$ cat src/source/csr_settings.svh
// Sizes, widths and identity constants shared by the CSR data block.
// Include wherever a count, width or fixed register value is needed.
`ifndef CSR_SETTINGS_SVH
`define CSR_SETTINGS_SVH

`define NUM_WARPS        4
`define NW_WIDTH         2
`define NUM_THREADS      4
`define NUM_FPU_BLOCKS   2
`define NUM_CORES_TOTAL  4

`define FFLAGS_BITS      5
`define FRM_BITS         3
`define CSR_ADDR_BITS    12
`define PERF_CTR_BITS    44

// Machine identity
`define VENDOR_ID        32'h0000_0000
`define ARCH_ID          32'h0000_0002
`define IMPL_ID          32'h0000_0001
// RV32 with A, F, I, M and custom extensions
`define MISA_VALUE       32'h4080_1121

// Two user performance counter windows of 32 entries each
`define MPM_USER_BASE    12'hB03
`define MPM_USER_H_BASE  12'hB83

`endif

$ cat src/source/csr_addr_pkg.sv
// CSR address map of the compute core for the write decoder and read mux.
`include "csr_settings.svh"

package csr_addr_pkg;

    typedef enum logic [`CSR_ADDR_BITS-1:0] {
        // Floating point
        FFLAGS           = 'h001,
        FRM              = 'h002,
        FCSR             = 'h003,
        // Supervisor and machine trap stubs
        SATP             = 'h180,
        MSTATUS          = 'h300,
        MISA             = 'h301,
        MEDELEG          = 'h302,
        MIDELEG          = 'h303,
        MIE              = 'h304,
        MTVEC            = 'h305,
        MEPC             = 'h341,
        PMPCFG0          = 'h3A0,
        PMPADDR0         = 'h3B0,
        // Counters
        MCYCLE           = 'hB00,
        MINSTRET         = 'hB02,
        MCYCLE_H         = 'hB80,
        MINSTRET_H       = 'hB82,
        // GPU thread and warp info
        WARP_ID          = 'hCC1,
        CORE_ID          = 'hCC2,
        WARP_MASK        = 'hCC3,
        THREAD_MASK      = 'hCC4,
        // Machine identity
        MVENDORID        = 'hF11,
        MARCHID          = 'hF12,
        MIMPID           = 'hF13,
        NUM_THREADS_ADDR = 'hFC0,
        NUM_WARPS_ADDR   = 'hFC1,
        NUM_CORES_ADDR   = 'hFC2
    } csr_addr_e;

endpackage

$ cat src/source/csr_types_pkg.sv
// Packed structs for FCSR state, FPU flag reports, CSR requests and per-warp updates.
`include "csr_settings.svh"

package csr_types_pkg;

    typedef struct packed {
        logic [`FRM_BITS-1:0]    frm;
        logic [`FFLAGS_BITS-1:0] fflags;
    } fcsr_t;

    typedef struct packed {
        logic                    enable;
        logic [`NW_WIDTH-1:0]    wid;
        logic [`FFLAGS_BITS-1:0] fflags;
    } fpu_flags_t;

    typedef struct packed {
        logic                      enable;
        logic [`NW_WIDTH-1:0]      wid;
        logic [`CSR_ADDR_BITS-1:0] addr;
        logic [31:0]               data;
    } csr_write_t;

    typedef struct packed {
        logic                      enable;
        logic [`NW_WIDTH-1:0]      wid;
        logic [`CSR_ADDR_BITS-1:0] addr;
    } csr_read_req_t;

    // Software write fields take priority over accrue in the slice
    typedef struct packed {
        logic [`FFLAGS_BITS-1:0] accrue;
        logic                    fflags_we;
        logic                    frm_we;
        logic [`FFLAGS_BITS-1:0] fflags;
        logic [`FRM_BITS-1:0]    frm;
    } fcsr_update_t;

endpackage

$ cat src/source/csr_data.sv
// Top level of one compute core's CSR data block. Wires the update decoder,
// per-warp FCSR slices and combinational read mux; instantiate once per core.
`timescale 1ns/100ps
`include "csr_settings.svh"

module csr_data #(
    parameter int CORE_ID = 0
) (
    input  logic                                             clk,
    input  logic                                             reset,
    input  csr_types_pkg::fpu_flags_t [`NUM_FPU_BLOCKS-1:0]  fpu_flags,
    input  logic [`NUM_FPU_BLOCKS-1:0][`NW_WIDTH-1:0]        fpu_frm_wid,
    input  csr_types_pkg::csr_write_t                        csr_write,
    input  csr_types_pkg::csr_read_req_t                     csr_read,
    input  logic [`PERF_CTR_BITS-1:0]                        cycles,
    input  logic [`PERF_CTR_BITS-1:0]                        instret,
    input  logic [`NUM_WARPS-1:0]                            active_warps,
    input  logic [`NUM_WARPS-1:0][`NUM_THREADS-1:0]          thread_masks,
    output logic [31:0]                                      read_data_ro,
    output logic [31:0]                                      read_data_rw,
    output logic                                             read_valid,
    output logic [`NUM_FPU_BLOCKS-1:0][`FRM_BITS-1:0]        fpu_frm
);

    csr_types_pkg::fcsr_update_t [`NUM_WARPS-1:0] warp_update;
    csr_types_pkg::fcsr_t        [`NUM_WARPS-1:0] fcsr_all;

    csr_update_decode i_update_decode (
        .fpu_flags   (fpu_flags),
        .csr_write   (csr_write),
        .warp_update (warp_update)
    );

    for (genvar w = 0; w < `NUM_WARPS; w++) begin : g_warp
        fcsr_warp i_fcsr_warp (
            .clk    (clk),
            .reset  (reset),
            .update (warp_update[w]),
            .fcsr   (fcsr_all[w])
        );
    end

    csr_read_mux #(
        .CORE_ID (CORE_ID)
    ) i_read_mux (
        .fcsr_all     (fcsr_all),
        .csr_read     (csr_read),
        .fpu_frm_wid  (fpu_frm_wid),
        .cycles       (cycles),
        .instret      (instret),
        .active_warps (active_warps),
        .thread_masks (thread_masks),
        .read_data_ro (read_data_ro),
        .read_data_rw (read_data_rw),
        .read_valid   (read_valid),
        .fpu_frm      (fpu_frm)
    );

endmodule

$ cat src/source/csr_read_mux.sv
// Combinational CSR read port and FPU rounding-mode lookup.
// Read data follows the address directly; read_valid flags unknown addresses.
`timescale 1ns/100ps
`include "csr_settings.svh"

module csr_read_mux #(
    parameter int CORE_ID = 0
) (
    input  csr_types_pkg::fcsr_t   [`NUM_WARPS-1:0]                  fcsr_all,
    input  csr_types_pkg::csr_read_req_t                             csr_read,
    input  logic [`NUM_FPU_BLOCKS-1:0][`NW_WIDTH-1:0]                fpu_frm_wid,
    input  logic [`PERF_CTR_BITS-1:0]                                cycles,
    input  logic [`PERF_CTR_BITS-1:0]                                instret,
    input  logic [`NUM_WARPS-1:0]                                    active_warps,
    input  logic [`NUM_WARPS-1:0][`NUM_THREADS-1:0]                  thread_masks,
    output logic [31:0]                                              read_data_ro,
    output logic [31:0]                                              read_data_rw,
    output logic                                                     read_valid,
    output logic [`NUM_FPU_BLOCKS-1:0][`FRM_BITS-1:0]                fpu_frm
);

    csr_types_pkg::fcsr_t read_fcsr;
    logic in_user_window;

    assign read_fcsr = fcsr_all[csr_read.wid];

    assign in_user_window =
        ((csr_read.addr >= `MPM_USER_BASE) && (csr_read.addr < `MPM_USER_BASE + 12'd32)) ||
        ((csr_read.addr >= `MPM_USER_H_BASE) && (csr_read.addr < `MPM_USER_H_BASE + 12'd32));

    always_comb begin
        read_data_ro = '0;
        read_data_rw = '0;
        read_valid   = 1'b1;
        case (csr_read.addr)
            csr_addr_pkg::FFLAGS:           read_data_rw = 32'(read_fcsr.fflags);
            csr_addr_pkg::FRM:              read_data_rw = 32'(read_fcsr.frm);
            csr_addr_pkg::FCSR:             read_data_rw = 32'(read_fcsr);

            csr_addr_pkg::MVENDORID:        read_data_ro = `VENDOR_ID;
            csr_addr_pkg::MARCHID:          read_data_ro = `ARCH_ID;
            csr_addr_pkg::MIMPID:           read_data_ro = `IMPL_ID;
            csr_addr_pkg::MISA:             read_data_ro = `MISA_VALUE;

            csr_addr_pkg::WARP_ID:          read_data_ro = 32'(csr_read.wid);
            csr_addr_pkg::CORE_ID:          read_data_ro = 32'(CORE_ID);
            csr_addr_pkg::THREAD_MASK:      read_data_ro = 32'(thread_masks[csr_read.wid]);
            csr_addr_pkg::WARP_MASK:        read_data_ro = 32'(active_warps);
            csr_addr_pkg::NUM_THREADS_ADDR: read_data_ro = 32'(`NUM_THREADS);
            csr_addr_pkg::NUM_WARPS_ADDR:   read_data_ro = 32'(`NUM_WARPS);
            csr_addr_pkg::NUM_CORES_ADDR:   read_data_ro = 32'(`NUM_CORES_TOTAL);

            csr_addr_pkg::MCYCLE:           read_data_ro = cycles[31:0];
            csr_addr_pkg::MCYCLE_H:         read_data_ro = 32'(cycles[`PERF_CTR_BITS-1:32]);
            csr_addr_pkg::MINSTRET:         read_data_ro = instret[31:0];
            csr_addr_pkg::MINSTRET_H:       read_data_ro = 32'(instret[`PERF_CTR_BITS-1:32]);

            // Trap registers are not implemented and read as zero
            csr_addr_pkg::SATP,
            csr_addr_pkg::MSTATUS,
            csr_addr_pkg::MEDELEG,
            csr_addr_pkg::MIDELEG,
            csr_addr_pkg::MIE,
            csr_addr_pkg::MTVEC,
            csr_addr_pkg::MEPC,
            csr_addr_pkg::PMPCFG0,
            csr_addr_pkg::PMPADDR0:         read_data_ro = '0;

            // Perf windows are valid but have no counters behind them
            default:                        read_valid = in_user_window;
        endcase
    end

    // Rounding mode for each FPU block from the warp it names
    for (genvar b = 0; b < `NUM_FPU_BLOCKS; b++) begin : g_frm
        assign fpu_frm[b] = fcsr_all[fpu_frm_wid[b]].frm;
    end

endmodule

$ cat src/source/csr_update_decode.sv
// Merges FPU exception flag reports and software CSR writes into one
// FCSR update per warp for the warp slices.
`timescale 1ns/100ps
`include "csr_settings.svh"

module csr_update_decode (
    input  csr_types_pkg::fpu_flags_t   [`NUM_FPU_BLOCKS-1:0] fpu_flags,
    input  csr_types_pkg::csr_write_t                         csr_write,
    output csr_types_pkg::fcsr_update_t [`NUM_WARPS-1:0]      warp_update
);

    logic is_fflags;
    logic is_frm;
    logic is_fcsr;
    logic [`FRM_BITS-1:0] write_frm;

    assign is_fflags = (csr_write.addr == csr_addr_pkg::FFLAGS);
    assign is_frm    = (csr_write.addr == csr_addr_pkg::FRM);
    assign is_fcsr   = (csr_write.addr == csr_addr_pkg::FCSR);

    // FCSR carries frm just above the flags
    assign write_frm = is_fcsr ? csr_write.data[`FFLAGS_BITS +: `FRM_BITS]
                               : csr_write.data[`FRM_BITS-1:0];

    always_comb begin
        for (int w = 0; w < `NUM_WARPS; w++) begin
            warp_update[w].accrue = '0;
            for (int b = 0; b < `NUM_FPU_BLOCKS; b++) begin
                if (fpu_flags[b].enable && (fpu_flags[b].wid == `NW_WIDTH'(w))) begin
                    warp_update[w].accrue = warp_update[w].accrue | fpu_flags[b].fflags;
                end
            end

            warp_update[w].fflags_we = 1'b0;
            warp_update[w].frm_we    = 1'b0;
            if (csr_write.enable && (csr_write.wid == `NW_WIDTH'(w))) begin
                warp_update[w].fflags_we = is_fflags || is_fcsr;
                warp_update[w].frm_we    = is_frm || is_fcsr;
            end

            warp_update[w].fflags = csr_write.data[`FFLAGS_BITS-1:0];
            warp_update[w].frm    = write_frm;
        end
    end

endmodule

$ cat src/source/fcsr_warp.sv
// One warp's floating-point CSR. Flags accrue by OR unless software
// overwrites them; rounding mode changes only on a software write.
`timescale 1ns/100ps

module fcsr_warp (
    input  logic                        clk,
    input  logic                        reset,
    input  csr_types_pkg::fcsr_update_t update,
    output csr_types_pkg::fcsr_t        fcsr
);

    always_ff @(posedge clk) begin
        if (reset) begin
            fcsr <= '0;
        end else begin
            if (update.fflags_we) begin
                fcsr.fflags <= update.fflags;
            end else begin
                fcsr.fflags <= fcsr.fflags | update.accrue;
            end

            if (update.frm_we) begin
                fcsr.frm <= update.frm;
            end
        end
    end

endmodule

$ cat config.mk
export PLATFORM = sky130hd
export DESIGN_NAME = csr_data
export DESIGN_NICKNAME = d
export VERILOG_FILES = /design/src/source/csr_addr_pkg.sv /design/src/source/csr_types_pkg.sv /design/src/source/csr_data.sv /design/src/source/csr_read_mux.sv /design/src/source/csr_update_decode.sv /design/src/source/fcsr_warp.sv
export VERILOG_INCLUDE_DIRS = /design/src /design/src/source
export SDC_FILE = /design/constraint.sdc
export NUM_CORES = 1
export LEC_CHECK = 0
export ABC_AREA = 1
export BUFFER_PORTS_ARGS = -buffer_cell sky130_fd_sc_hd__buf_2
export CORE_MARGIN = 1.5
export CORE_UTILIZATION = 25
export CTS_CLUSTER_DIAMETER = 120
export DETAILED_ROUTE_END_ITERATION = 6
export GPL_TIMING_DRIVEN = 1
export MAX_ROUTING_LAYER = met4
export PLACE_DENSITY = 0.6
export SLEW_MARGIN = 15
export SYNTH_ARGS = -nofsm -noshare
export SYNTH_HDL_FRONTEND = slang
export SYNTH_HIERARCHICAL = 1
export SYNTH_SLANG_ARGS = --single-unit
$ cat constraint.sdc
create_clock -name clk -period 3.6 [get_ports clk]
set_input_delay 0.72 -clock clk [delete_from_list [all_inputs] [get_ports clk]]
set_output_delay 0.72 -clock clk [all_outputs]
set_load 0.1 [all_outputs]
==> flow_summary.json <==
{
  "yosysSeqAreaShare": 0.154,
  "num_vias": 5035,
  "postSynthAreaPerCell_um2": 5.55,
  "cts_tree": "yes",
  "drive_gt1_frac": 0.320,
  "grt-ovfl-total": 0,
  "finalHoldViolCount": 0,
  "path_clk_slew_ns": 0.05,
  "final_common_cell": "buf_2",
  "cp_max_fo": 7,
  "portBuffers": 213,
  "grt_pass1_vias": 4765,
  "slew_viol_final": 0,
  "top_register": "g_warp.i_fcsr_warp/fcsr",
  "antenna_cells": 0,
  "num_io_pins": 263,
  "hold_path_depth": 2,
  "synthTopCellsByArea": "nand2_1 17%, dfxtp_1 15%, nor2_1 12%",
  "yosysTopAreaCell": "nand2_1",
  "synthArstFlopShare": 0,
  "largest_register_ff_count": 32,
  "status": "finished clean",
  "root_buffer": "clkbuf_16",
  "die-area_um2": 17400,
  "cts_buffer_depth": 2,
  "fp.dieH_um": 132,
  "period_needed_ns": 3.21,
  "vias_per_cell": 4.38,
  "core_area_um2": 16100,
  "syn-instance-count": 747,
  "biggestRegsByFlops": "g_warp.i_fcsr_warp/fcsr x32",
  "drc": 0,
  "nets": 1125,
  "max_slew_margin": 0.636,
  "fin_crit_sh": 0.891,
  "rr_worst_depth": 2,
  "place_hpwl_mm": 12.0,
  "cp_common_cell": "nand2_1",
  "yosys_warnings": 6,
  "skew_ns": 0,
  "worst-endpoint-required_ns": 2.88,
  "cap_violations": 0,
  "wl_mm": 14.6,
  "p_total_mw": 1.23,
  "critPathArrivalTime_ns": 2.49,
  "rsz0062_at_grt": "false",
  "postCtsSetupBuffers": 0,
  "syn2layout_area_growth_pct": 29.8,
  "ir_drop_mv": 0.147,
  "cts_htree_levels": 2,
  "drtPass1Iterations": 4,
  "mostFrequentLayoutCells": "208 x buf_2, 191 x nand2_1, 131 x nor2_1, 96 x inv_1, 58 x o21ai_0",
  "ys_ff_latch": 32,
  "p_leak_nw": 2.93,
  "synth.top_cell.area_share": 0.173,
  "numClockSinks": 32,
  "setup_viol_count_final": 0,
  "pre_cts_slack_ns": 0.414,
  "routabilityCongestion": 0.848,
  "max_freq_ghz": 0.312,
  "antenna_left": 0,
  "wire_per_inst_um": 12.7,
  "syn_area_um2": 4150,
  "r2r-end": "g_warp[3].i_fcsr_warp/fcsr[7]",
  "fin_setup_tns_ns": 0,
  "synth_edf_count": 0,
  "clk_latency_ns": 0.28,
  "r2r-start": "g_warp[3].i_fcsr_warp/fcsr[7]",
  "fin_ws_ns": 0.391,
  "critPathCaptureType": "output pin",
  "numCtsBuffers": 5,
  "hold_class": "reg -> reg",
  "dr.first_iter.drc_count": 269,
  "rrSetupSlack_ns": 2.89,
  "cts_resized": 0,
  "crit_type": "in -> out",
  "dp.cells": 1142,
  "synth_cell_types": 35,
  "crit_chain": "buf_2 -> inv_1 -> nand2_2 -> nor2_2 -> nand2_1 -> nand2_1 -> nand2_1 -> o21ai_1 -> buf_2",
  "cp_slowest_stage_delay_ns": 0.47,
  "hold_end": "g_warp[2].i_fcsr_warp/fcsr[5]",
  "grt_max_degree": 33,
  "critPathSlowestCell": "buf_2",
  "hp-start": "g_warp[2].i_fcsr_warp/fcsr[5]",
  "tightestPinTransition_ns": 0.545,
  "rows": 46,
  "ys.flop_type": "dfxtp_1",
  "cp-start-kind": "input pin",
  "power_density_nw_per_um2": 228,
  "utilization": 0.335,
  "grt_usage": 0.169,
  "initial_core_util": 0.258,
  "grt_antenna_before_repair": 0,
  "grt_pass1_wl_mm": 23.3,
  "die_w_um": 132,
  "hold_buffers": 0,
  "layout.cells.non_filler": 1150
}
critical path, delay by kind of cell:
kind	cells	cell delay, ns
compound gates	1	0.29
buf+inv	3	0.69
simple gates	5	0.79
Yosys cell counts (4+ instances only):
cell type and count:
a21oi_1 18, a22o_1 17, buf_2 5, buf_4 56, buf_6 7, clkinv_2 4
dfxtp_1 32, inv_1 96, inv_2 10, nand2_1 191, nand2_2 26, nand3_1 34
nand3b_1 5, nand4_1 7, nor2_1 131, nor2_4 8, nor3_2 4, o21ai_0 61
o22ai_1 6
where the power goes:
part | total (mW) | leakage (nW) | switching (mW) | internal, mW
clock | 0.422 | 0.0766 | 0.150 | 0.272
sequential | 0.375 | 0.261 | 0.00639 | 0.369
combinational | 0.429 | 2.59 | 0.307 | 0.123
total | 1.23 | 2.93 | 0.463 | 0.763
cell families (layout without fill, tap and decap cells):
logic type      after synthesis  after routing  synth area share
buf+inv                     182            346             0.231
flops                        32             32             0.154
simple gates                418            418             0.448
other cells                   1             24          0.000904
compound gates              114            114             0.166
metrics by stage:
stage          cell area (um2)  hold slack, ns
2_1_floorplan             4240           0.478
3_3_place_gp              5230           0.496
3_5_place_dp              5230           0.497
4_1_cts                   5380           0.515
5_1_grt                   5380           0.556
6_report                  5380           0.512
final cells by class:
class                   count  area [um2]
inverters                 111         422
multi-input cells         556        2640
well taps                 216         270
flip-flops and latches     32         641
fillers                  1816       10700
clock buffers               6         139
repair buffers            227        1260
clock inverters             2        10.0
how the worst max path moves through the flow:
stage,startpoint,to,depth (start not counted)
after global placement,csr_read[3],read_data_ro[13],9
final,csr_read[3],read_data_rw[0],9
after floorplan,csr_read[13],read_data_rw[5],5
after detailed placement,csr_read[3],read_data_ro[22],9
after global routing,csr_read[1],read_data_ro[25],9
after CTS,csr_read[3],read_data_ro[31],9
per-layer routing:
layer  up-vias  share of wire  GRT usage
met1      2197           0.43      0.189
met3        22          0.051     0.0231
met4         0          0.023     0.0562
met5         -              0          -
met2       182           0.50      0.310
li1       2634              -          -
Power figures use the tool's default switching activity.
